==> config.mk <==
export PLATFORM = sky130hd
export DESIGN_NAME = ahb_led_port_flat
export DESIGN_NICKNAME = d
export VERILOG_FILES = /design/src/hdl/ahb_soc_pkg.sv /design/src/hdl/ahb_slave_if.sv /design/src/hdl/ahb_led_port.sv /design/src/flat_wrapper.sv
export SDC_FILE = /design/constraint.sdc
export NUM_CORES = 1
export LEC_CHECK = 0
export ABC_AREA = 1
export CELL_PAD_IN_SITES_DETAIL_PLACEMENT = 2
export CELL_PAD_IN_SITES_GLOBAL_PLACEMENT = 2
export CORE_UTILIZATION = 25
export CTS_BUF_LIST = sky130_fd_sc_hd__clkbuf_2 sky130_fd_sc_hd__clkbuf_4 sky130_fd_sc_hd__clkbuf_8
export CTS_CLUSTER_SIZE = 20
export DETAILED_ROUTE_END_ITERATION = 10
export DONT_BUFFER_PORTS = 1
export GPL_TIMING_DRIVEN = 1
export PLACE_DENSITY = 0.84
export SKIP_CTS_REPAIR_TIMING = 1
export SLEW_MARGIN = 20
export SYNTH_ARGS = -nofsm -noshare
export SYNTH_HDL_FRONTEND = slang
export SYNTH_SLANG_ARGS = --single-unit
==> constraint.sdc <==
create_clock -name HCLK -period 1.1 [get_ports HCLK]
set_input_delay 0.165 -clock HCLK [delete_from_list [all_inputs] [get_ports HCLK]]
set_output_delay 0.165 -clock HCLK [all_outputs]
set_load 0.01 [all_outputs]
==> src/hdl/ahb_soc_pkg.sv <==
package ahb_soc_pkg;

   //////////////////////////////
   // Bus widths
   //////////////////////////////

   parameter int haddr_w           = 32;     // HADDR width
   parameter int hdata_w           = 32;     // HWDATA / HRDATA width
   parameter int htrans_nonseq_bit = 1;      // HTRANS[1] set for NONSEQ/SEQ

   //////////////////////////////
   // Address map
   //////////////////////////////

   // Slot is HADDR[31:24]
   parameter logic [7:0] slot_ram    = 8'h00;
   parameter logic [7:0] slot_led    = 8'h50;
   parameter logic [7:0] slot_button = 8'h51;

   parameter logic [hdata_w-1:0] nomap_rdata = 32'hDEADBEEF;   // Unmapped read value

   parameter int mem_addr_w_default = 15;    // 32 KB RAM

   // One address word, two views
   typedef union packed
   {
      struct packed
      {
         logic [7:0]  slot;                  // Slave select
         logic [23:0] offset;                // Offset within the slot
      } dec;
      struct packed
      {
         logic [13:0] unused;                // Above any RAM size
         logic [15:0] word;                  // Word index
         logic [1:0]  lane;                  // Byte lane
      } mem;
   } ahb_addr_u;

endpackage

==> src/hdl/ahb_slave_if.sv <==
`timescale 1ns/1ps

// Per-slave view of the AHB-Lite system bus
interface ahb_slave_if;
   import ahb_soc_pkg::*;

   // Address phase
   logic               sel;                  // Slot decoded to this slave
   ahb_addr_u          addr;                 // Full HADDR
   logic               trans_active;         // HTRANS is NONSEQ/SEQ
   logic               write;                // HWRITE
   logic [2:0]         size;                 // HSIZE

   // Data phase
   logic [hdata_w-1:0] wdata;                // HWDATA, one cycle after addr
   logic [hdata_w-1:0] rdata;                // Slave read data

   // Interconnect side
   modport fabric
   (
      output sel,
      output addr,
      output trans_active,
      output write,
      output size,
      output wdata,
      input  rdata
   );

   // Peripheral side
   modport slave
   (
      input  sel,
      input  addr,
      input  trans_active,
      input  write,
      input  size,
      input  wdata,
      output rdata
   );

endinterface

==> src/hdl/ahb_led_port.sv <==
`timescale 1ns/1ps

module ahb_led_port
(
   input  logic        HCLK,
   input  logic        HRESETn,
   ahb_slave_if.slave  bus,
   output logic [7:0]  led
);
   import ahb_soc_pkg::*;

   logic       wr_pend;                      // Write accepted last cycle
   logic [7:0] led_q;                        // LED register

   //////////////////////////////
   // Address phase
   //////////////////////////////

   // Any size or offset in the slot hits the one register
   always_ff @(posedge HCLK or negedge HRESETn)
   begin
      if (!HRESETn)
         wr_pend <= 1'b0;
      else
         wr_pend <= bus.sel & bus.trans_active & bus.write;
   end

   //////////////////////////////
   // Data phase
   //////////////////////////////

   always_ff @(posedge HCLK or negedge HRESETn)
   begin
      if (!HRESETn)
         led_q <= 8'h00;                     // LEDs dark out of reset
      else if (wr_pend)
         led_q <= bus.wdata[7:0];            // Low byte only
   end

   // Read back, zero-extended
   assign bus.rdata = {{(hdata_w-8){1'b0}}, led_q};

   assign led = led_q;

endmodule

==> src/flat_wrapper.sv <==
// flat-port wrapper written by rule: the top's interface ports become plain ports
module ahb_led_port_flat import ahb_soc_pkg::*;
  (HCLK, HRESETn, led, bus_sel, bus_addr, bus_trans_active, bus_write, bus_size, bus_wdata, bus_rdata);
  ahb_slave_if bus_i ();
  input  logic HCLK;
  input  logic HRESETn;
  output logic [7:0] led;
  input wire logic [$bits(bus_i.sel)-1:0] bus_sel;
  input wire logic [$bits(bus_i.addr)-1:0] bus_addr;
  input wire logic [$bits(bus_i.trans_active)-1:0] bus_trans_active;
  input wire logic [$bits(bus_i.write)-1:0] bus_write;
  input wire logic [$bits(bus_i.size)-1:0] bus_size;
  input wire logic [$bits(bus_i.wdata)-1:0] bus_wdata;
  output wire logic [$bits(bus_i.rdata)-1:0] bus_rdata;
  assign bus_i.sel = bus_sel;
  assign bus_i.addr = bus_addr;
  assign bus_i.trans_active = bus_trans_active;
  assign bus_i.write = bus_write;
  assign bus_i.size = bus_size;
  assign bus_i.wdata = bus_wdata;
  assign bus_rdata = bus_i.rdata;
  ahb_led_port u_core (.HCLK(HCLK), .HRESETn(HRESETn), .bus(bus_i), .led(led));
endmodule
==> run summary <==
multi-input logic area: 188 um^2
most frequent cells in the layout: nand2_1 (25), conb_1 (24), dfrtp_1 (9), clkbuf_4 (4)
crit path kind: flop to output pin
fin worst setup slack: 0.192 ns
fmax: 1.10 GHz
vias in the first global route: 336
PD cells: 1730 nW/um^2
Starting Density: 26.5%
I/O pin count: 112
# placed instances: 89
Seq pwr share: 56.8%
first-pass GRT wire length: 1520 um
top cells by area, synth: buf_4 (41%), dfrtp_1 (38%), nand2_1 (16%)
worst-skew pair later-pin latency: 0.25 ns
FF+latch area: 225 um^2
GPL Wtd Cong: 0.563
register area share after synthesis: 38.5%
fin cells: 94
status: finished, final reports clean
cell internal pwr: 568 uW
post-DP HPWL: 910 um
Row Count: 17
CTS root buf: clkbuf_4
Remaining Overflow, GRT: 0
worst hold path type: input pin to flop
die area: 2540 um^2
Total GRT Usage: 8.65%
I/O Buffers: 0
Worst EP arrival: 0.74 ns
layout overhead on the synthesized area: -15.4%
Reg clk slew, reported paths: 0.06 ns
DRC viols: 0
Die Span X: 50.4 um
First DRT Iteration DRCs: 0
Worst VDD drop: 0.000493 V
final wirelength: 1050 um
Post-Syn Area per Cell: 8.25 um^2
total core area: 2210 um^2
initial antenna violation count: 0
Final Max Tran Viols: 0
Tcrit/Tclk final: 82.6%
worst path required time: 0.94 ns
clock sink total: 9
Netlist cell types: 8
Lkg Pwr: 0.000290 uW
mapped cell area: 586 um^2
TritonRoute pass-1 iters: 1
Tmin final: 0.908 ns
CTS tree: yes
leading area contributor after synthesis: buf_4
diodes inserted: 0
pre-CTS setup slack: 0.171 ns
element type at the critical path start: flop
P_sw: 288 uW
final number of setup-violating endpoints: 0
crit path max fanout: 3
remaining antenna violation count: 0
sw frac: 33.7%
Final Skew: 0.00273 ns
Post-Synthesis Cells: 71
share of cells above drive strength 1: 7.58%
register bit total from synthesis: 9
Post-layout nets: 139
Max Cap Viol: 0
pin count of the biggest net entering global routing: 10
YS warnings: 0
fillers: 279
power share of the clock group: 31.7%
WL/cell: 11.2 um
Combinational Power Share: 11.5%
Max Buffers Root-to-Sink: 2
Die Ht: 50.4 um
vias per cell: 3.49
setup TNS: 0 ns
commonest non-fill, non-tap cell in the layout: nand2_1
via count: 328
Max H-tree Level: 1
unrepaired setup endpoints after global routing: no
Worst setup EP type: output pin
cts bufs inserted: 3
post-synth top area share: 41.0%
Fin. Hold Viols: 0
==> final cells by class <==
cell class              count  area share, %
flip-flops and latches      9           45.5
multi-input cells          50           37.9
well taps                  28           7.07
clock buffers               4           6.06
repair buffers              1           2.02
inverters                   2           1.52
==> cells in the mapped netlist <==
master	n
nor2_1	1
inv_2	1
inv_1	1
buf_4	32
dfrtp_1	9
conb_1	1
nand2_1	25
buf_6	1
==> stage by stage <==
stage          utilization (%)  total power [uW]  hold slack, ns  area (um^2)
6_report                  22.4               857          0.0229          495
5_1_grt                   22.4               924          0.0153          495
4_1_cts                   21.9               870          -0.413          485
3_5_place_dp              20.6               588          -0.130          455
3_3_place_gp              20.6               576          -0.130          455
2_1_floorplan                -               689          -0.131          672
==> cells by family (layout without fill, tap and decap cells) <==
logic type,Yosys count,in the layout,share of synthesized area (%)
flip-flops,9,9,38.5
buffers and inverters,35,7,44.2
AND/OR/NAND/NOR,26,26,16.7
other,1,24,0.640
==> final timing paths <==
| path | from | to | slack (ns) | cells after the start |
|---|---|---|---|---|
| worst min-delay path | bus_write | u_core.wr_pend | 0.02 | 2 |
| worst max-delay path | u_core.led[0] | bus_rdata[0] | 0.19 | 0 |
| max in group asynchronous | HRESETn | u_core.led[4] | 0.53 | 1 |
| min in group asynchronous | HRESETn | u_core.led[1] | 0.28 | 1 |
| worst max register to register | u_core.wr_pend | u_core.led[4] | 0.19 | 3 |
| worst min register to register | u_core.led[5] | u_core.led[5] | 0.63 | 2 |
==> state kept, by name, indices dropped and copies added (netlist names) <==
register,cells
u_core.led,8
u_core.wr_pend,1
==> power groups by stage <==
stage / clock network, uW / registers, uW / logic [uW]
4_1_cts: 288 / 491 / 91.4
5_1_grt: 309 / 498 / 117
3_5_place_dp: 0 / 497 / 91.4
2_1_floorplan: 0 / 447 / 242
3_3_place_gp: 0 / 495 / 81.0
6_report: 271 / 487 / 98.3
==> routing by layer <==
metal  vias to the layer above  track usage (%)  wire length (um)
met2                        31             14.4               574
met1                       152             8.06               283
met5                         -                0                 0
met3                         0             4.85               195
met4                         0             5.56                 0
li1                        145                -                 -
Power figures use the tool's default switching activity.
