<file path="src/hdl/ahb_soc_pkg.sv">
package ahb_soc_pkg;

   //////////////////////////////
   // Bus widths
   //////////////////////////////

   parameter int haddr_w           = 32;     // HADDR width
   parameter int hdata_w           = 32;     // HWDATA / HRDATA width
   parameter int htrans_nonseq_bit = 1;      // HTRANS[1] set for NONSEQ/SEQ

   //////////////////////////////
   // Address map
   //////////////////////////////

   // Slot is HADDR[31:24]
   parameter logic [7:0] slot_ram    = 8'h00;
   parameter logic [7:0] slot_led    = 8'h50;
   parameter logic [7:0] slot_button = 8'h51;

   parameter logic [hdata_w-1:0] nomap_rdata = 32'hDEADBEEF;   // Unmapped read value

   parameter int mem_addr_w_default = 15;    // 32 KB RAM

   // One address word, two views
   typedef union packed
   {
      struct packed
      {
         logic [7:0]  slot;                  // Slave select
         logic [23:0] offset;                // Offset within the slot
      } dec;
      struct packed
      {
         logic [13:0] unused;                // Above any RAM size
         logic [15:0] word;                  // Word index
         logic [1:0]  lane;                  // Byte lane
      } mem;
   } ahb_addr_u;

endpackage

</file>
<file path="src/hdl/ahb_slave_if.sv">
`timescale 1ns/1ps

// Per-slave view of the AHB-Lite system bus
interface ahb_slave_if;
   import ahb_soc_pkg::*;

   // Address phase
   logic               sel;                  // Slot decoded to this slave
   ahb_addr_u          addr;                 // Full HADDR
   logic               trans_active;         // HTRANS is NONSEQ/SEQ
   logic               write;                // HWRITE
   logic [2:0]         size;                 // HSIZE

   // Data phase
   logic [hdata_w-1:0] wdata;                // HWDATA, one cycle after addr
   logic [hdata_w-1:0] rdata;                // Slave read data

   // Interconnect side
   modport fabric
   (
      output sel,
      output addr,
      output trans_active,
      output write,
      output size,
      output wdata,
      input  rdata
   );

   // Peripheral side
   modport slave
   (
      input  sel,
      input  addr,
      input  trans_active,
      input  write,
      input  size,
      input  wdata,
      output rdata
   );

endinterface

</file>
<file path="src/hdl/ahb_button_port.sv">
`timescale 1ns/1ps

module ahb_button_port
(
   input  logic        HCLK,
   input  logic        HRESETn,
   ahb_slave_if.slave  bus,
   input  logic [7:0]  button
);
   import ahb_soc_pkg::*;

   logic       rd_req;                       // Selected read this cycle
   logic [7:0] btn_q;                        // Sampled button value

   //////////////////////////////
   // Address phase sample
   //////////////////////////////

   // Writes fall through here and are dropped
   assign rd_req = bus.sel & bus.trans_active & ~bus.write;

   always_ff @(posedge HCLK or negedge HRESETn)
   begin
      if (!HRESETn)
         btn_q <= 8'h00;
      else if (rd_req)
         btn_q <= button;                    // Held for the data phase
   end

   //////////////////////////////
   // Data phase
   //////////////////////////////

   assign bus.rdata = {{(hdata_w-8){1'b0}}, btn_q};   // Zero-extended

endmodule

</file>
<file path="src/flat_wrapper.sv">
// flat-port wrapper written by rule: the top's interface ports become plain ports
module ahb_button_port_flat import ahb_soc_pkg::*;
  (HCLK, HRESETn, button, bus_sel, bus_addr, bus_trans_active, bus_write, bus_size, bus_wdata, bus_rdata);
  ahb_slave_if bus_i ();
  input  logic HCLK;
  input  logic HRESETn;
  input  logic [7:0] button;
  input wire logic [$bits(bus_i.sel)-1:0] bus_sel;
  input wire logic [$bits(bus_i.addr)-1:0] bus_addr;
  input wire logic [$bits(bus_i.trans_active)-1:0] bus_trans_active;
  input wire logic [$bits(bus_i.write)-1:0] bus_write;
  input wire logic [$bits(bus_i.size)-1:0] bus_size;
  input wire logic [$bits(bus_i.wdata)-1:0] bus_wdata;
  output wire logic [$bits(bus_i.rdata)-1:0] bus_rdata;
  assign bus_i.sel = bus_sel;
  assign bus_i.addr = bus_addr;
  assign bus_i.trans_active = bus_trans_active;
  assign bus_i.write = bus_write;
  assign bus_i.size = bus_size;
  assign bus_i.wdata = bus_wdata;
  assign bus_rdata = bus_i.rdata;
  ahb_button_port u_core (.HCLK(HCLK), .HRESETn(HRESETn), .bus(bus_i), .button(button));
endmodule
</file>
<file path="config.mk">
export PLATFORM = sky130hd
export DESIGN_NAME = ahb_button_port_flat
export DESIGN_NICKNAME = d
export VERILOG_FILES = /design/src/hdl/ahb_soc_pkg.sv /design/src/hdl/ahb_slave_if.sv /design/src/hdl/ahb_button_port.sv /design/src/flat_wrapper.sv
export SDC_FILE = /design/constraint.sdc
export NUM_CORES = 1
export LEC_CHECK = 0
export BUFFER_PORTS_ARGS = -buffer_cell sky130_fd_sc_hd__buf_2
export CAP_MARGIN = 20
export CORE_ASPECT_RATIO = 0.9
export CORE_MARGIN = 4
export CORE_UTILIZATION = 22
export CTS_CLUSTER_DIAMETER = 80
export DETAILED_ROUTE_END_ITERATION = 8
export PLACE_DENSITY = 0.78
export SYNTH_ARGS = -nofsm -noshare
export SYNTH_HDL_FRONTEND = slang
export SYNTH_SLANG_ARGS = --single-unit
</file>
<file path="constraint.sdc">
create_clock -name HCLK -period 0.81 [get_ports HCLK]
set_input_delay 0.0405 -clock HCLK [delete_from_list [all_inputs] [get_ports HCLK]]
set_output_delay 0.0405 -clock HCLK [all_outputs]
set_load 0.05 [all_outputs]
</file>
==> flow_summary_export.csv <==
group,metric,value,unit
clock_tree,clock-sinks,8,
placed_design,place_congestion,0.6814,
critical_path,path_delay_family,"flip-flops",
critical_path,max_stage_delay,0.40,ns
status,violations,"setup timing",
logic_synthesis,synth-simple-area-share,4.051,%
power,pwr-share-seq,32.2,%
cells_and_area,diodes,0,
floorplan,dieArea,3070,um^2
logic_synthesis,seq_area_frac_synth,40.51,%
power,switching_share,44.77,%
cells_and_area,drive_above_1_share,61.54,%
cells_and_area,nets,147,
logic_synthesis,synth_cell_types,5,
floorplan,core-area,2162,um^2
critical_path,critical_path_class,"reg -> out",
critical_path,slowest_stage,"dfrtp_2",
floorplan,ios,112,
clock_tree,cts_buffers,3,
cells_and_area,top_register,"u_core.btn_q",
global_route,track_usage,5.018,%
global_route,grt_pass1_vias,274,
cells_and_area,reg_top3,"u_core.btn_q: 8 flops",
global_route,antenna_found_initial,0,
logic_synthesis,yosys_warnings,0,
critical_path,worstPathRequired,0.77,ns
sta,tns,-0.1867,ns
cells_and_area,largest_reg_flops,8,
clock_tree,clock_latency,0.24,ns
logic_synthesis,synth_top_family_by_area,"buffers and inverters",
critical_path,critPathLaunchType,"flip-flop",
sta,setup_violations,8,
sta,drv_slew,0,
sta,setup_slack,-0.02923,ns
route,drt_iter0_drc,10,
sta,fmax,1192,MHz
power,power_density,2572,nW/um^2
critical_path,cp.buffers_inverters,1,
logic_synthesis,muxShareOfSynthArea,18.23,%
global_route,grt_max_degree,9,
clock_tree,post_cts_buffers,0,
clock_tree,cts_root_buffer,"clkbuf_4",
logic_synthesis,synthAdderAreaFrac,0,%
clock_tree,cts_tree,"built",
critical_path,r2r_cells,1,
clock_tree,cts_buffer_depth,2,
power,vdd_drop_max,0.8116,mV
cells_and_area,final_util,30.38,%
route,antenna_left,0,
placed_design,hpwl,660.1,um
route,via_count,304,
min_path,hold_path.startpoint,"button[3]",
min_path,hold_path_end,"u_core.btn_q[3]",
sta,fin_skew,0,ns
sta,hold_slack,0.03351,ns
status,status,"finished with violations",
logic_synthesis,synth-seq-cells,8,
route,wl_per_cell,8.739,um
route,wl,804,um
floorplan,dieHeight,52.97,um
floorplan,dieWidth,57.96,um
placed_design,dp_slack,-0.03773,ns
logic_synthesis,syn_area,494.2,um^2
logic_synthesis,synth-compound-area-share,0,%
critical_path,rrSetupSlack,0.02,ns
job,max_cap_viol_count,0,
placed_design,port_buffers,20,
logic_synthesis,netlist_instances,42,
global_route,overflow,0,
route,vias_per_cell,3.304,
power,p_sw,0.7564,mW
sta,fin_crit,0.8392,ns
sta,hold_violations,0,
logic_synthesis,synth-xor-area-share,0,%
global_route,grt_pass1_wl,1.124,mm
power,intPower,0.9331,mW
critical_path,r2r-end,"u_core.btn_q[4]",
critical_path,cp_max_fo,2,
critical_path,worst_ep_arrival_time,0.80,ns
floorplan,start_util,22.86,%
min_path,whs_path_depth,2,
min_path,hp-class,"in -> reg",
clock_tree,htreeDepth,1,
critical_path,cp_cell_sequence,"buf_6",
sta,rsz0062_at_grt,"yes",
route,drc_errors,0,
power,pwr-share-comb,51.5,%
critical_path,crit_path_end_kind,"primary output",
power,leakage,0.3675,nW
sta,fin_crit_sh,103.6,%
cells_and_area,area_growth,32.91,%
critical_path,worstReg2RegStart,"u_core.btn_q[4]",
logic_synthesis,avgSynthCellArea,11.77,um^2
floorplan,rows,16,
power,p_clk_share,16.3,%
route,drtPass1Iterations,2,
clock_tree,clkTransAtPathRegs,0.05,ns
[worst max-delay path by stage]
stage | from | to | slack, ns | cells after the start
6_report | u_core.btn_q[4] | bus_rdata[4] | -0.03 | 1
5_1_grt | u_core.btn_q[0] | bus_rdata[0] | -0.05 | 1
4_1_cts | u_core.btn_q[4] | bus_rdata[4] | -0.04 | 1
3_5_place_dp | bus_write | u_core.btn_q[4] | -0.04 | 3
3_3_place_gp | bus_write | u_core.btn_q[4] | -0.02 | 3
2_1_floorplan | u_core.btn_q[0] | u_core.btn_q[0] | -0.09 | 1
[cells in the mapped netlist (all sizes together)]
cell / number / area share [%]
buf: 24 / 36
dfrtp: 8 / 41
mux2: 8 / 18
nand3b: 1 / 4.1
conb: 1 / 0.76
[power by group through the flow]
| stage | logic, mW | clock network, mW | registers, mW |
|---|---|---|---|
| after CTS | 0.873 | 0.292 | 0.544 |
| after global placement | 0.771 | 0 | 0.524 |
| after global routing | 0.903 | 0.302 | 0.554 |
| after floorplan | 0.455 | 0 | 0.809 |
| final | 0.871 | 0.275 | 0.544 |
| after detailed placement | 0.773 | 0 | 0.530 |
[final cells by class]
type,instances,area [um^2]
Clock buffer,3,22.52
Sequential cell,8,210.2
Multi-Input combinational cell,33,230.2
Timing Repair Buffer,21,160.2
Tap cell,27,33.78
Fill cell,200,1505
[per-layer routing]
metal	vias up	GRT usage (%)	share of wire (%)
met2	31	8.459	45
li1	137	-	-
met3	0	2.439	23
met5	-	0	0
met1	136	4.832	32
met4	0	3.475	0
[through the flow]
stage | area (um^2) | power (mW) | cells
final | 656.9 | 1.690 | 92
after global routing | 656.9 | 1.758 | 92
after CTS | 656.9 | 1.710 | 92
after detailed placement | 574.3 | 1.304 | 88
after global placement | 574.3 | 1.295 | 88
after floorplan | 620.6 | 1.265 | 65
[timing repair]
action	CTS	global route
hold endpoints to repair	8	0
gates resized for setup	16	0
setup endpoints to repair	8	8
hold buffers	1	0
[layout by cell type (no fill, tap or decap), drive strengths merged]
master	synthesis	final
buf	24	20
dlygate4sd3	0	1
nand3b	1	1
clkbuf	0	3
mux2	8	8
conb	1	24
dfrtp	8	8
[kinds of logic (layout without fill, tap and decap cells)]
group | after synthesis | count (layout)
buffers and inverters | 24 | 24
DFF | 8 | 8
other | 1 | 24
muxes | 8 | 8
and+or+nand+nor | 1 | 1
No activity file was read; power rests on OpenSTA's default activity.
