<file path="config.mk">
export PLATFORM = sky130hd
export DESIGN_NAME = ahb_interconnect_flat
export DESIGN_NICKNAME = d
export VERILOG_FILES = /design/src/hdl/ahb_soc_pkg.sv /design/src/hdl/ahb_slave_if.sv /design/src/hdl/ahb_interconnect.sv /design/src/flat_wrapper.sv
export SDC_FILE = /design/constraint.sdc
export NUM_CORES = 1
export LEC_CHECK = 0
export ABC_AREA = 1
export BUFFER_PORTS_ARGS = -buffer_cell sky130_fd_sc_hd__buf_2
export CAP_MARGIN = 30
export CORE_AREA = 2 2 161 163
export DETAILED_ROUTE_END_ITERATION = 8
export DIE_AREA = 0 0 163 165
export GPL_ROUTABILITY_DRIVEN = 0
export SYNTH_ARGS = -nofsm -noshare
export SYNTH_HDL_FRONTEND = slang
export SYNTH_SLANG_ARGS = --single-unit
</file>
<file path="constraint.sdc">
create_clock -name HCLK -period 1.5 [get_ports HCLK]
set_input_delay 0.15 -clock HCLK [delete_from_list [all_inputs] [get_ports HCLK]]
set_output_delay 0.15 -clock HCLK [all_outputs]
set_load 0.01 [all_outputs]
</file>
<file path="src/hdl/ahb_soc_pkg.sv">
package ahb_soc_pkg;

   //////////////////////////////
   // Bus widths
   //////////////////////////////

   parameter int haddr_w           = 32;     // HADDR width
   parameter int hdata_w           = 32;     // HWDATA / HRDATA width
   parameter int htrans_nonseq_bit = 1;      // HTRANS[1] set for NONSEQ/SEQ

   //////////////////////////////
   // Address map
   //////////////////////////////

   // Slot is HADDR[31:24]
   parameter logic [7:0] slot_ram    = 8'h00;
   parameter logic [7:0] slot_led    = 8'h50;
   parameter logic [7:0] slot_button = 8'h51;

   parameter logic [hdata_w-1:0] nomap_rdata = 32'hDEADBEEF;   // Unmapped read value

   parameter int mem_addr_w_default = 15;    // 32 KB RAM

   // One address word, two views
   typedef union packed
   {
      struct packed
      {
         logic [7:0]  slot;                  // Slave select
         logic [23:0] offset;                // Offset within the slot
      } dec;
      struct packed
      {
         logic [13:0] unused;                // Above any RAM size
         logic [15:0] word;                  // Word index
         logic [1:0]  lane;                  // Byte lane
      } mem;
   } ahb_addr_u;

endpackage

</file>
<file path="src/hdl/ahb_slave_if.sv">
`timescale 1ns/1ps

// Per-slave view of the AHB-Lite system bus
interface ahb_slave_if;
   import ahb_soc_pkg::*;

   // Address phase
   logic               sel;                  // Slot decoded to this slave
   ahb_addr_u          addr;                 // Full HADDR
   logic               trans_active;         // HTRANS is NONSEQ/SEQ
   logic               write;                // HWRITE
   logic [2:0]         size;                 // HSIZE

   // Data phase
   logic [hdata_w-1:0] wdata;                // HWDATA, one cycle after addr
   logic [hdata_w-1:0] rdata;                // Slave read data

   // Interconnect side
   modport fabric
   (
      output sel,
      output addr,
      output trans_active,
      output write,
      output size,
      output wdata,
      input  rdata
   );

   // Peripheral side
   modport slave
   (
      input  sel,
      input  addr,
      input  trans_active,
      input  write,
      input  size,
      input  wdata,
      output rdata
   );

endinterface

</file>
<file path="src/hdl/ahb_interconnect.sv">
`timescale 1ns/1ps

module ahb_interconnect
(
   input  logic                           HCLK,
   input  logic                           HRESETn,
   input  logic [ahb_soc_pkg::haddr_w-1:0] haddr,
   input  logic [1:0]                     htrans,
   input  logic                           hwrite,
   input  logic [2:0]                     hsize,
   input  logic [ahb_soc_pkg::hdata_w-1:0] hwdata,
   output logic [ahb_soc_pkg::hdata_w-1:0] hrdata,
   ahb_slave_if.fabric                    ram_bus,
   ahb_slave_if.fabric                    led_bus,
   ahb_slave_if.fabric                    button_bus
);
   import ahb_soc_pkg::*;

   // Slot codes for the data-phase mux
   localparam logic [1:0] dslot_ram    = 2'd0;
   localparam logic [1:0] dslot_led    = 2'd1;
   localparam logic [1:0] dslot_button = 2'd2;
   localparam logic [1:0] dslot_nomap  = 2'd3;

   ahb_addr_u  addr_u;                       // Decode view of HADDR
   logic       active;                       // NONSEQ/SEQ this cycle
   logic       hit_ram, hit_led, hit_button;
   logic [1:0] aslot;                        // Address-phase slot code
   logic [1:0] data_slot;                    // Registered for the data phase
   logic       started;                      // First transfer seen since reset

   assign addr_u = haddr;
   assign active = htrans[htrans_nonseq_bit];

   //////////////////////////////
   // Address decode
   //////////////////////////////

   assign hit_ram    = (addr_u.dec.slot == slot_ram);
   assign hit_led    = (addr_u.dec.slot == slot_led);
   assign hit_button = (addr_u.dec.slot == slot_button);

   always_comb
   begin
      aslot = dslot_nomap;                   // Anything else is unmapped
      if (hit_ram)
         aslot = dslot_ram;
      else if (hit_led)
         aslot = dslot_led;
      else if (hit_button)
         aslot = dslot_button;
   end

   // Fan the address phase out, slot codes are exclusive so one sel at most
   assign ram_bus.sel    = hit_ram;
   assign led_bus.sel    = hit_led;
   assign button_bus.sel = hit_button;

   assign ram_bus.addr    = addr_u;
   assign led_bus.addr    = addr_u;
   assign button_bus.addr = addr_u;

   assign ram_bus.trans_active    = active;
   assign led_bus.trans_active    = active;
   assign button_bus.trans_active = active;

   assign ram_bus.write    = hwrite;
   assign led_bus.write    = hwrite;
   assign button_bus.write = hwrite;

   assign ram_bus.size    = hsize;
   assign led_bus.size    = hsize;
   assign button_bus.size = hsize;

   // Write data is already in its data phase
   assign ram_bus.wdata    = hwdata;
   assign led_bus.wdata    = hwdata;
   assign button_bus.wdata = hwdata;

   //////////////////////////////
   // Data phase
   //////////////////////////////

   always_ff @(posedge HCLK or negedge HRESETn)
   begin
      if (!HRESETn)
      begin
         data_slot <= dslot_nomap;
         started   <= 1'b0;
      end
      else if (active)                       // Idle keeps the last slot
      begin
         data_slot <= aslot;
         started   <= 1'b1;
      end
   end

   // Read-data mux, quiet until the first data phase
   always_comb
   begin
      case (data_slot)
         dslot_ram:    hrdata = ram_bus.rdata;
         dslot_led:    hrdata = led_bus.rdata;
         dslot_button: hrdata = button_bus.rdata;
         default:      hrdata = nomap_rdata;
      endcase
      if (!started)
         hrdata = '0;
   end

endmodule

</file>
<file path="src/flat_wrapper.sv">
// flat-port wrapper written by rule: the top's interface ports become plain ports
module ahb_interconnect_flat import ahb_soc_pkg::*;
  (HCLK, HRESETn, haddr, htrans, hwrite, hsize, hwdata, hrdata, ram_bus_sel, ram_bus_addr, ram_bus_trans_active, ram_bus_write, ram_bus_size, ram_bus_wdata, ram_bus_rdata, led_bus_sel, led_bus_addr, led_bus_trans_active, led_bus_write, led_bus_size, led_bus_wdata, led_bus_rdata, button_bus_sel, button_bus_addr, button_bus_trans_active, button_bus_write, button_bus_size, button_bus_wdata, button_bus_rdata);
  ahb_slave_if ram_bus_i ();
  ahb_slave_if led_bus_i ();
  ahb_slave_if button_bus_i ();
  input  logic HCLK;
  input  logic HRESETn;
  input  logic [ahb_soc_pkg::haddr_w-1:0] haddr;
  input  logic [1:0] htrans;
  input  logic hwrite;
  input  logic [2:0] hsize;
  input  logic [ahb_soc_pkg::hdata_w-1:0] hwdata;
  output logic [ahb_soc_pkg::hdata_w-1:0] hrdata;
  output wire logic [$bits(ram_bus_i.sel)-1:0] ram_bus_sel;
  output wire logic [$bits(ram_bus_i.addr)-1:0] ram_bus_addr;
  output wire logic [$bits(ram_bus_i.trans_active)-1:0] ram_bus_trans_active;
  output wire logic [$bits(ram_bus_i.write)-1:0] ram_bus_write;
  output wire logic [$bits(ram_bus_i.size)-1:0] ram_bus_size;
  output wire logic [$bits(ram_bus_i.wdata)-1:0] ram_bus_wdata;
  input wire logic [$bits(ram_bus_i.rdata)-1:0] ram_bus_rdata;
  output wire logic [$bits(led_bus_i.sel)-1:0] led_bus_sel;
  output wire logic [$bits(led_bus_i.addr)-1:0] led_bus_addr;
  output wire logic [$bits(led_bus_i.trans_active)-1:0] led_bus_trans_active;
  output wire logic [$bits(led_bus_i.write)-1:0] led_bus_write;
  output wire logic [$bits(led_bus_i.size)-1:0] led_bus_size;
  output wire logic [$bits(led_bus_i.wdata)-1:0] led_bus_wdata;
  input wire logic [$bits(led_bus_i.rdata)-1:0] led_bus_rdata;
  output wire logic [$bits(button_bus_i.sel)-1:0] button_bus_sel;
  output wire logic [$bits(button_bus_i.addr)-1:0] button_bus_addr;
  output wire logic [$bits(button_bus_i.trans_active)-1:0] button_bus_trans_active;
  output wire logic [$bits(button_bus_i.write)-1:0] button_bus_write;
  output wire logic [$bits(button_bus_i.size)-1:0] button_bus_size;
  output wire logic [$bits(button_bus_i.wdata)-1:0] button_bus_wdata;
  input wire logic [$bits(button_bus_i.rdata)-1:0] button_bus_rdata;
  assign ram_bus_sel = ram_bus_i.sel;
  assign ram_bus_addr = ram_bus_i.addr;
  assign ram_bus_trans_active = ram_bus_i.trans_active;
  assign ram_bus_write = ram_bus_i.write;
  assign ram_bus_size = ram_bus_i.size;
  assign ram_bus_wdata = ram_bus_i.wdata;
  assign ram_bus_i.rdata = ram_bus_rdata;
  assign led_bus_sel = led_bus_i.sel;
  assign led_bus_addr = led_bus_i.addr;
  assign led_bus_trans_active = led_bus_i.trans_active;
  assign led_bus_write = led_bus_i.write;
  assign led_bus_size = led_bus_i.size;
  assign led_bus_wdata = led_bus_i.wdata;
  assign led_bus_i.rdata = led_bus_rdata;
  assign button_bus_sel = button_bus_i.sel;
  assign button_bus_addr = button_bus_i.addr;
  assign button_bus_trans_active = button_bus_i.trans_active;
  assign button_bus_write = button_bus_i.write;
  assign button_bus_size = button_bus_i.size;
  assign button_bus_wdata = button_bus_i.wdata;
  assign button_bus_i.rdata = button_bus_rdata;
  ahb_interconnect u_core (.HCLK(HCLK), .HRESETn(HRESETn), .haddr(haddr), .htrans(htrans), .hwrite(hwrite), .hsize(hsize), .hwdata(hwdata), .hrdata(hrdata), .ram_bus(ram_bus_i), .led_bus(led_bus_i), .button_bus(button_bus_i));
endmodule
</file>
==> results by group, run 1 <==
Outcome
  • Result of the run: complete, but fails checks
  • Violations in the final reports: negative setup slack

Min path
  • Hold Path Depth: 3
  • Worst min-delay path startpoint: htrans[1]
  • Worst hold endpoint: u_core.data_slot[1]$_DFFE_PN1P_
  • Hold WC Path Type: in -> reg

CTS
  • Number of H-tree levels: 1
  • Clock tree from TritonCTS: done
  • Num CTS Buffers: 3
  • Clock input transition at the sequential cells of the worst setup and hold paths: approximately 30 ps
  • Deepest clock path buffer count: 2
  • Sink Count: 3
  • CTS Root Buffer Type: clkbuf_16
  • Source-to-sink clock delay at the later pin of the worst-skew pair: around 220 ps

Route
  • Overall routed net length: ~10000 um
  • Initial DRT Pass Iterations: 4
  • Vias post-DR: approximately 2400
  • Via density per instance: 3.097
  • Number of remaining DRC errors: 0
  • Detailed router's first-iteration violation count: 28
  • Final antenna-violating net count: 0
  • Average wire per cell in the routed design: 13.12 um

Logic synthesis
  • Biggest area consumer among synthesized cells: buf_4
  • Post-synth top area share: 0.5804
  • Area fraction in and, or, nand and nor cells after synthesis: 0.2478
  • Top post-synthesis cells by area: buf_4 58%, nand2_1 16%, nand3_1 6.3%, inv_1 6.2%, o21ai_1 2.4%
  • #FFs+latches synth: 3
  • Fraction of the yosys area taken by sequential cells: 0.02856
  • Fraction of the mapped netlist area in compound gates: 0.04422
  • Number of nets in the synthesized netlist: approximately 620
  • Dominant combinational cell family by area after synthesis: buffers and inverters
  • Xor-xnor portion of the synthesized cell area: 0
  • Synthesis warning total: 0
  • Cell area after synthesis: 0.002716 mm^2
  • Count of cell types in the netlist: 17
  • Cell count after synthesis: between 400 and 500
  • Adder-cell share of the synthesized area: 0
  • Average instance area after synthesis: about 6 um^2
  • Multiplexer area fraction after synthesis: 0

Placed design
  • Setup slack at placement: -336.5 ps
  • Instance count after placement with tap cells included: 744
  • Cell area after placement: between 0.002 and 0.0025 mm^2
  • Detailed placement HPWL: a little under 8000 um
  • Total of buffers placed on input and output ports: between 150 and 200

Final layout
  • Layout Nets: 600
  • Post-route insts no fill: ~760
  • Signed area change from the synthesized netlist to the final layout: 5.067%
  • Commonest cells after routing, fill and taps aside: 162 x buf_2, 104 x nand2_1, 43 x inv_1, 22 x nand3_1, 15 x o21ai_1
  • Most frequent standard cell in the layout excluding fill and tap cells: buf_2
  • Final Instance Area: 0.002854 mm^2
  • Proportion of layout cells with a drive suffix above 1: 0.5360
  • Count of antenna diodes in the layout: 0

GRT
  • Antenna violations before repair: 0
  • Largest net degree at the start of global routing: 34
  • Global-route usage over all layers: 0.06816
  • Overflow left after global routing: 0
  • Vias in the first global route: ~2200
  • Global-route wire length before repair: approximately 13000 um

Timing
  • Aggregate negative setup slack: -8025 ps
  • Max-slew violation count: 0
  • Post-route clock period utilization: 1.202
  • Setup repair after global routing missed its margin: true
  • Max frequency: 554.9 MHz
  • Worst slew margin relative to its limit: 0.8105
  • Slew of the pin with the lowest slew margin: 281.2 ps
  • PnR worst setup slack: -302.3 ps
  • Clock Skew: 0 ps
  • Final Critical Period: 1802 ps
  • Fin. Hold Viols: 0
  • Final setup fails: 32

Pwr
  • Worst ir drop on vdd: approximately 480 uV
  • Leak pwr: 1.633 nW
  • PwrDens: between 400 and 500 mW/mm^2

Die
  • Width of the die: roughly 160 um
  • Core region area: about 0.025 mm^2
  • Starting Density: 0.1085
  • Die Y-Extent: around 170 um
  • Full die area: roughly 0.027 mm^2
  • Number of cell rows: slightly below 60
  • Number of placed I/O pins: 410

Worst setup path
  • Setup slack, reg-to-reg: between 400 and 500 ps
  • Reg2Reg Depth: 5
  • Origin of the critical flop-to-flop path: u_core.data_slot[0]$_DFFE_PN1P_
  • Critical path fanouts, max: 13
  • Arr. time, crit path: ~1700 ps
  • R2r endpoint: u_core.data_slot[0]$_DFFE_PN1P_
  • Kind of critical path: reg -> out
  • Data required, critical path: 1350 ps
  • CP Launch Point: u_core.data_slot[1]$_DFFE_PN1P_
  • Startpoint types: flip-flop
  • Critical Path Sink Type: output pin

Flow run
  • Reported max-cap violation count: 0
-- flip-flops by register name (all words and copies together) (netlist names) --
register	flops
u_core.started	1
u_core.data_slot	2
-- power by group --
part | switching (mW) | total [mW] | internal, mW | leakage, nW
clock network | 0.0732 | 0.424 | 0.351 | 0.0382
logic | 0.437 | 0.841 | 0.404 | 1.56
registers | 0.00472 | 0.0932 | 0.0885 | 0.0298
-- per-stage QoR --
stage	total power, mW	hold slack, ps	util
2_1_floorplan	0.9824	-145.6	-
6_report	1.358	202.2	0.1140
5_1_grt	1.467	237.7	0.1140
3_5_place_dp	0.8124	-49.03	0.09705
3_3_place_gp	0.8060	-49.88	0.09705
4_1_cts	1.365	201.6	0.1126
-- synthesized netlist by cell type --
library cell / number
clkbuf_1: 2
dfrtp_1: 1
o21ai_1: 13
o21ai_0: 11
nand3_1: 34
clkbuf_2: 1
nor2_4: 2
inv_1: 45
buf_6: 5
or2_2: 1
nor2_8: 1
inv_4: 1
nor2_1: 4
buf_4: 210
dfstp_2: 2
nand2_1: 117
buf_2: 5
-- per-layer routing --
metal | up-vias | global-route usage | routed length [um]
li1 | 1112 | - | -
met1 | 970 | 0.06014 | 3299
met4 | 0 | 0.04827 | 618
met5 | - | 0 | 0
met3 | 61 | 0.03340 | 1335
met2 | 214 | 0.1215 | 4730
-- worst max-delay path by stage --
stage	end	slack, ps	cells after the start
after floorplan	hrdata[17]	190	8
after global placement	hrdata[19]	-340	6
after detailed placement	hrdata[19]	-340	6
after CTS	hrdata[9]	-340	9
after global routing	hrdata[8]	-390	9
final	hrdata[9]	-300	9
-- critical path: stages (launching register included) --
cell and delay, ps:
dfstp_2 570, buf_6 140, buf_6 130, nor2_8 60, buf_12 140, nand2_1 90
nand3_1 70, nand2_1 70, inv_1 30, buf_2 120
-- logic make-up after synthesis --
family / count (synthesis)
buf+inv: 269
simple gates: 159
compound gates: 24
flops: 3
-- repair_timing --
| action | in CTS | in global routing |
|---|---|---|
| gates cloned | 1 | 0 |
| gates resized for setup | 40 | 9 |
| hold endpoints to repair | 3 | 0 |
| setup buffers | 11 | 0 |
| setup endpoints to repair | 32 | 32 |
| hold buffers | 1 | 0 |
| pin swaps | 8 | 1 |
-- area by class of cell --
type                            instances  area, um^2
Fill cell                            2921       22180
Timing Repair Buffer                  194        1190
Multi-Input combinational cell        184       917.1
Tap cell                              330       412.9
Inverter                               46       177.7
Clock buffer                            4       78.83
Sequential cell                         3       77.57
No activity file was read; power rests on OpenSTA's default activity.
==> inputs of run 2 (changes only) <==
--- a/config.mk
+++ b/config.mk
@@ -12,6 +12,8 @@
 export DETAILED_ROUTE_END_ITERATION = 8
 export DIE_AREA = 0 0 163 165
 export GPL_ROUTABILITY_DRIVEN = 0
+export RECOVER_POWER = 100
+export SKIP_CTS_REPAIR_TIMING = 1
 export SYNTH_ARGS = -nofsm -noshare
 export SYNTH_HDL_FRONTEND = slang
 export SYNTH_SLANG_ARGS = --single-unit
==> run 2 against run 1 <==
  * The flow still finishes with violations (negative setup slack)
  * Combinational power shrank 3.8%
  * Global-route usage is 0.55 points lower
  * Final area fell by 4.3%
  * Die area did not move
  * Flip-flop and latch count stayed put
  * Clock skew unchanged
  * Largest cell class unchanged
  * Total power is 2.1% lower
==> results by group, run 2 (synthesis results as in run 1) <==
Final layout
  • Register name with the most flops: u_core.data_slot
  • Signed area change from the synthesized netlist to the final layout: 0.5067%
  • Top flop regs: u_core.data_slot: 2 flops, u_core.started: 1 flops
  • Post-route insts no fill: 758 (-0.39%)
  • Most frequent standard cell in the layout excluding fill and tap cells: buf_2
  • Area occupied by registers: 77.57 um^2 (unchanged)
  • Final Instance Area: 0.002730 mm^2 (-4.3%)
  • Count of antenna diodes in the layout: 0 (unchanged)
  • Combined area of the multi-input logic cells: 847.1 um^2 (-7.6%)
  • Commonest cells after routing, fill and taps aside: 130 x buf_2, 112 x nand2_1, 42 x inv_1, 32 x clkbuf_1, 30 x nand3_1
  • Proportion of layout cells with a drive suffix above 1: 0.4252 (-0.1107)
  • Layout Nets: 597 (-0.50%)
  • Flip-flop count of the largest register, all copies and words added: 2 (unchanged)
  • Fill cells: 2945 (+0.82%)

Placed design
  • Instance count after placement with tap cells included: 744 (unchanged)
  • Total of buffers placed on input and output ports: 168 (unchanged)
  • Detailed placement HPWL: 7701 um (unchanged)
  • Cell area after placement: 0.002430 mm^2 (unchanged)

Worst setup path
  • Critical path fanouts, max: 5 (-8)
  • Critical path's most frequent cell: nand2_1
  • Critical Path Sink Type: output pin
  • Data required, critical path: 1350 ps (about the same)
  • Cell with the biggest individual delay on the critical path: dfstp_2
  • Kind of critical path: reg -> out
  • R2r endpoint: u_core.data_slot[1]$_DFFE_PN1P_
  • Cell chain of the critical path: buf_8 > inv_6 > nor2_8 > buf_4 > nand2_1 > nand3_1 > nand2_1 > inv_1 > buf_2
  • Reg2Reg Depth: 4 (-1)
  • Setup slack, reg-to-reg: 420 ps (about the same)
  • Origin of the critical flop-to-flop path: u_core.data_slot[1]$_DFFE_PN1P_
  • Arr. time, crit path: 1720 ps (+70 ps)
  • Critical Path Max Stage Delay: 590 ps (+20 ps)
  • Startpoint types: flip-flop

CTS
  • Num CTS Buffers: 3 (unchanged)
  • Sink Count: 3 (unchanged)
  • Source-to-sink clock delay at the later pin of the worst-skew pair: 220 ps (about the same)
  • CTS Root Buffer Type: clkbuf_16
  • Clock input transition at the sequential cells of the worst setup and hold paths: 30 ps (about the same)
  • Deepest clock path buffer count: 2 (unchanged)
  • Number of H-tree levels: 1 (unchanged)
  • Clock tree from TritonCTS: done

Min path
  • Worst min-delay path startpoint: htrans[1]
  • Hold Path Depth: 3 (unchanged)
  • Hold WC Path Type: in -> reg
  • Worst hold endpoint: u_core.data_slot[1]$_DFFE_PN1P_

Die
  • Full die area: 0.02690 mm^2 (unchanged)
  • Starting Density: 0.1085 (unchanged)
  • Width of the die: 163 um (unchanged)
  • Core region area: 0.02504 mm^2 (unchanged)
  • Number of placed I/O pins: 410 (unchanged)
  • Die Y-Extent: 165 um (unchanged)
  • Number of cell rows: 58 (unchanged)

Outcome
  • Violations in the final reports: negative setup slack
  • Result of the run: complete, but fails checks

Timing
  • Post-route clock period utilization: 1.247 (+0.04589)
  • Clock Skew: 0 ps (unchanged)
  • Final Critical Period: 1871 ps (+68.84 ps)
  • Slew of the pin with the lowest slew margin: 349.9 ps (+68.62 ps)
  • Worst slew margin relative to its limit: 0.7643 (-0.04623)
  • Max-slew violation count: 0 (unchanged)
  • PnR worst setup slack: -371.1 ps (-68.84 ps)
  • Final hold slack: 244.6 ps (+42.41 ps)
  • Max frequency: 534.4 MHz (-3.7%)
  • Setup repair after global routing missed its margin: true
  • Final setup fails: 32 (unchanged)
  • Fin. Hold Viols: 0 (unchanged)

GRT
  • Global-route wire length before repair: 12200 um (-7.1%)
  • Global routing usage on met3: 0.03365 (+0.0002511)
  • Most used routing layer in global routing: met2
  • GR met1 Demand/Resource: 0.05154 (-0.008591)
  • Antenna violations before repair: 0 (unchanged)
  • Met2 track utilization from global routing: 0.1138 (-0.007704)
  • Global-route usage over all layers: 0.06269 (-0.005472)
  • Largest net degree at the start of global routing: 34 (unchanged)
  • Overflow left after global routing: 0 (unchanged)
  • Vias in the first global route: 2108 (-5.4%)

Route
  • Vias post-DR: 2361 (+0.17%)
  • Final antenna-violating net count: 0 (unchanged)
  • Number of remaining DRC errors: 0 (unchanged)
  • Via density per instance: 3.115 (+0.57%)
  • Average wire per cell in the routed design: 13.29 um (+1.3%)
  • Overall routed net length: 10080 um (+0.92%)
  • Initial DRT Pass Iterations: 4 (unchanged)
  • Detailed router's first-iteration violation count: 64 (+130%)

Pwr
  • Internal Power: 0.8217 mW (-2.5%)
  • PwrDens: 486.9 mW/mm^2 (+2.3%)
  • Register share of total power: 0.072 (+0.003)
  • Proportion of total power due to net switching: 0.3818 (+0.002437)
  • Worst ir drop on vdd: 459.7 uV (-3.6%)
  • Relative contribution of the clock network to total power: 0.319 (+0.007)
  • Leak pwr: 1.484 nW (-9.1%)
  • Net switching power figure: 0.5075 mW (-1.5%)
  • Part of the total power dissipated in combinational logic: 0.609 (-0.010)

Flow run
  • Reported max-cap violation count: 0 (unchanged)
run 2: cell types whose count changed in the layout (fill, tap and decap cells not counted), moves of 6 or more:
| cell | before | now |
|---|---|---|
| buf_2 | 162 | 130 |
| clkbuf_1 | 1 | 32 |
| nand2_1 | 104 | 112 |
| nand2_2 | 9 | 3 |
| nand3_2 | 12 | 4 |
| nand3_1 | 22 | 30 |
run 2: power groups by stage:
stage                     Combinational [mW]  Sequential (mW)  Clock (mW)
after floorplan                        0.892           0.0904           0
after detailed placement               0.719           0.0937           0
after global routing                   0.899           0.0959       0.439
after global placement                 0.713           0.0932           0
after CTS                              0.722           0.0930       0.434
final                                  0.809           0.0954       0.424
run 2: stage by stage:
step	utilization	setup WS [ps]	power, mW	TNS [ps]
floorplan	-	187.9	0.9824	0
global placement	0.09705	-337.1	0.8060	-7780
detailed placement	0.09705	-336.5	0.8124	-8936
CTS	0.1002	-576.1	1.249	-16620
global route	0.1090	-479.6	1.434	-14150
finish	0.1090	-371.1	1.329	-10460
run 2: worst max path at each step:
stage                               startpoint  cells after the start          to
6_report       u_core.data_slot[0]$_DFFE_PN1P_                      9   hrdata[2]
5_1_grt        u_core.data_slot[0]$_DFFE_PN1P_                      9   hrdata[1]
4_1_cts        u_core.data_slot[1]$_DFFE_PN1P_                      6  hrdata[19]
3_5_place_dp   u_core.data_slot[1]$_DFFE_PN1P_                      6  hrdata[19]
3_3_place_gp   u_core.data_slot[1]$_DFFE_PN1P_                      6  hrdata[19]
2_1_floorplan  u_core.data_slot[0]$_DFFE_PN1P_                      8  hrdata[17]
run 2: worst max-delay path, delay by kind of cell (launching register included):
family                 cells  cell delay (ps)
AND/OR/NAND/NOR            4              360
flip-flops                 1              590
buffers and inverters      5              540
run 2: area by class of cell:
cell class	instances	share of cell area
Sequential cell	3	0.02841
Clock buffer	4	0.02887
Multi-Input combinational cell	184	0.3103
Timing Repair Buffer	191	0.4161
Tap cell	330	0.1512
Inverter	46	0.06508
run 2: routing by layer:
metal | wire length (um) | share of wire | vias up
met5 | 0 | 0 | -
met4 | 625 | 0.062 | 0
met3 | 1302 | 0.13 | 62
met2 | 4729 | 0.47 | 210
met1 | 3418 | 0.34 | 984
li1 | - | - | 1105
==> inputs of run 3 (changes only) <==
--- a/config.mk
+++ b/config.mk
@@ -12,6 +12,7 @@
 export DETAILED_ROUTE_END_ITERATION = 8
 export DIE_AREA = 0 0 163 165
 export GPL_ROUTABILITY_DRIVEN = 0
+export PLACE_DENSITY_LB_ADDON = 0.05
 export RECOVER_POWER = 100
 export SKIP_CTS_REPAIR_TIMING = 1
 export SYNTH_ARGS = -nofsm -noshare
==> run 3 against run 2 <==
  * The flow still finishes with violations (negative setup slack)
  * Hold slack better by 50 ps
  * Flip-flop and latch count did not move
  * Critical path depth unchanged
  * Utilization is 0.72 points higher
  * Count of clock-buffer cells in the layout is the same
  * Combinational power is 8.5% higher
  * Die area unchanged
  * Sequential power fell by 0.5%
  * Total power increased by 4.5%
  * Global-route usage decreased by 0.11 points
  * Setup slack better by 28 ps
  * Critical endpoint is now hrdata[15]
  * Highest routed layer unchanged
==> results by group, run 3 (synthesis results as in run 1) <==
Timing
  • Max frequency: 542.5 MHz (+1.5%)
  • Post-route clock period utilization: 1.229 (-0.01864)
  • Worst slew margin relative to its limit: 0.7895 (+0.02524)
  • Clock Skew: 0 ps (unchanged)
  • Aggregate negative setup slack: -10270 ps (+191.2 ps)
  • Fin. Hold Viols: 0 (unchanged)
  • Final hold slack: 294.4 ps (+49.80 ps)
  • Final setup fails: 32 (unchanged)
  • Final Critical Period: 1843 ps (-27.96 ps)
  • Max-slew violation count: 0 (unchanged)
  • Setup repair after global routing missed its margin: true
  • Slew of the pin with the lowest slew margin: 315.7 ps (-34.17 ps)
  • PnR worst setup slack: -343.2 ps (+27.96 ps)

GRT
  • Antenna violations before repair: 1 (+1)
  • Overflow left after global routing: 0 (unchanged)
  • Global-route usage over all layers: 0.06162 (-0.001069)
  • Global-route wire length before repair: 12620 um (+3.5%)
  • Vias in the first global route: 2312 (+9.7%)
  • Largest net degree at the start of global routing: 33 (-2.9%)

Pwr
  • PwrDens: 477.3 mW/mm^2 (-2.0%)
  • Power Total: 1.390 mW (+4.5%)
  • Worst ir drop on vdd: 327.1 uV (-29%)
  • Leak pwr: 1.570 nW (+5.8%)

Worst setup path
  • Arr. time, crit path: 1690 ps (-30 ps)
  • Startpoint types: flip-flop
  • Critical path fanouts, max: 5 (unchanged)
  • Data required, critical path: 1350 ps (about the same)
  • Kind of critical path: reg -> out
  • Critical Path Sink Type: output pin

Route
  • Via density per instance: 3.067 (-1.5%)
  • Vias post-DR: 2325 (-1.5%)
  • Detailed router's first-iteration violation count: 77 (+20%)
  • Average wire per cell in the routed design: 13.14 um (-1.1%)
  • Final antenna-violating net count: 0 (unchanged)
  • Overall routed net length: 9963 um (-1.1%)
  • Number of remaining DRC errors: 0 (unchanged)
  • Initial DRT Pass Iterations: 4 (unchanged)

Min path
  • Hold WC Path Type: in -> reg

Final layout
  • Register name with the most flops: u_core.data_slot
  • Post-route insts no fill: 758 (unchanged)
  • Signed area change from the synthesized netlist to the final layout: 7.186%
  • Most frequent standard cell in the layout excluding fill and tap cells: buf_2
  • Core occupancy in the finished layout: 0.1163 (+0.007247)
  • Layout Nets: 596 (-0.17%)
  • Final Instance Area: 0.002912 mm^2 (+6.6%)
  • Top flop regs: u_core.data_slot: 2 flops, u_core.started: 1 flops
  • Fill cells: 3006 (+2.1%)
  • Commonest cells after routing, fill and taps aside: 128 x buf_2, 93 x nand2_1, 39 x inv_1, 29 x clkbuf_1
  • Proportion of layout cells with a drive suffix above 1: 0.5246 (+0.09936)
  • Flip-flop count of the largest register, all copies and words added: 2 (unchanged)

Placed design
  • Instance count after placement with tap cells included: 743 (-0.13%)
  • Setup slack at placement: -354.1 ps (-17.57 ps)
  • Detailed placement HPWL: 7833 um (+1.7%)
  • Total of buffers placed on input and output ports: 168 (unchanged)
  • Cell area after placement: 0.002435 mm^2 (+0.21%)

CTS
  • Source-to-sink clock delay at the later pin of the worst-skew pair: 220 ps (about the same)
  • CTS Root Buffer Type: clkbuf_16
  • Num CTS Buffers: 3 (unchanged)
  • Clock input transition at the sequential cells of the worst setup and hold paths: 30 ps (about the same)
  • Clock tree from TritonCTS: done
  • Number of H-tree levels: 1 (unchanged)
  • Sink Count: 3 (unchanged)
  • Deepest clock path buffer count: 2 (unchanged)

Die
  • Number of placed I/O pins: 410 (unchanged)
  • Number of cell rows: 58 (unchanged)
  • Width of the die: 163 um (unchanged)
  • Starting Density: 0.1085 (unchanged)
  • Full die area: 0.02690 mm^2 (unchanged)
  • Die Y-Extent: 165 um (unchanged)
  • Core region area: 0.02504 mm^2 (unchanged)

Flow run
  • Reported max-cap violation count: 0 (unchanged)

Outcome
  • Result of the run: complete, but fails checks
  • Violations in the final reports: negative setup slack
## run 3: cell count changes in the layout (fill, tap and decap cells not counted), sizes merged
cell	before	now
clkbuf	35	33
buf	159	160
diode	0	1
## run 3: power breakdown
part,switching [mW],internal (mW)
clock,0.0667,0.350
combinational,0.459,0.419
sequential,0.00632,0.0886
total,0.532,0.858
## run 3: area by class of cell
class	count	area, um^2	share of cell area
well taps	330	412.9	0.1418
diodes	1	2.502	0.0008595
multi-input cells	184	984.7	0.3382
clock buffers	4	78.83	0.02707
flip-flops and latches	3	77.57	0.02664
repair buffers	190	1180	0.4052
inverters	46	175.2	0.06016
## run 3: worst max-delay path, cell delays in order (launching register included)
cell and delay [ps]:
dfstp_2 570, buf_6 120, inv_4 40, nor2_8 220, buf_12 170, nand2_2 50
nand3_2 50, nand2_1 50, inv_1 60, buf_2 120
## run 3: layer usage
layer | track usage | share of wire | vias up
met5 | 0 | 0 | -
met4 | 0.02735 | 0.034 | 0
met3 | 0.02863 | 0.12 | 45
met2 | 0.1073 | 0.49 | 166
met1 | 0.06343 | 0.36 | 1009
li1 | - | - | 1105
## run 3: worst paths after layout
path	start	endpoint	slack, ps	cells past startpoint
worst max-delay path	u_core.data_slot[0]$_DFFE_PN1P_	hrdata[15]	-340	9
worst min-delay path	htrans[1]	u_core.data_slot[0]$_DFFE_PN1P_	290	3
worst max register to register	u_core.data_slot[1]$_DFFE_PN1P_	u_core.data_slot[1]$_DFFE_PN1P_	370	4
worst min register to register	u_core.started$_DFFE_PN0P_	u_core.started$_DFFE_PN0P_	760	2
max in group asynchronous	HRESETn	u_core.data_slot[1]$_DFFE_PN1P_	970	2
min in group asynchronous	HRESETn	u_core.started$_DFFE_PN0P_	300	2
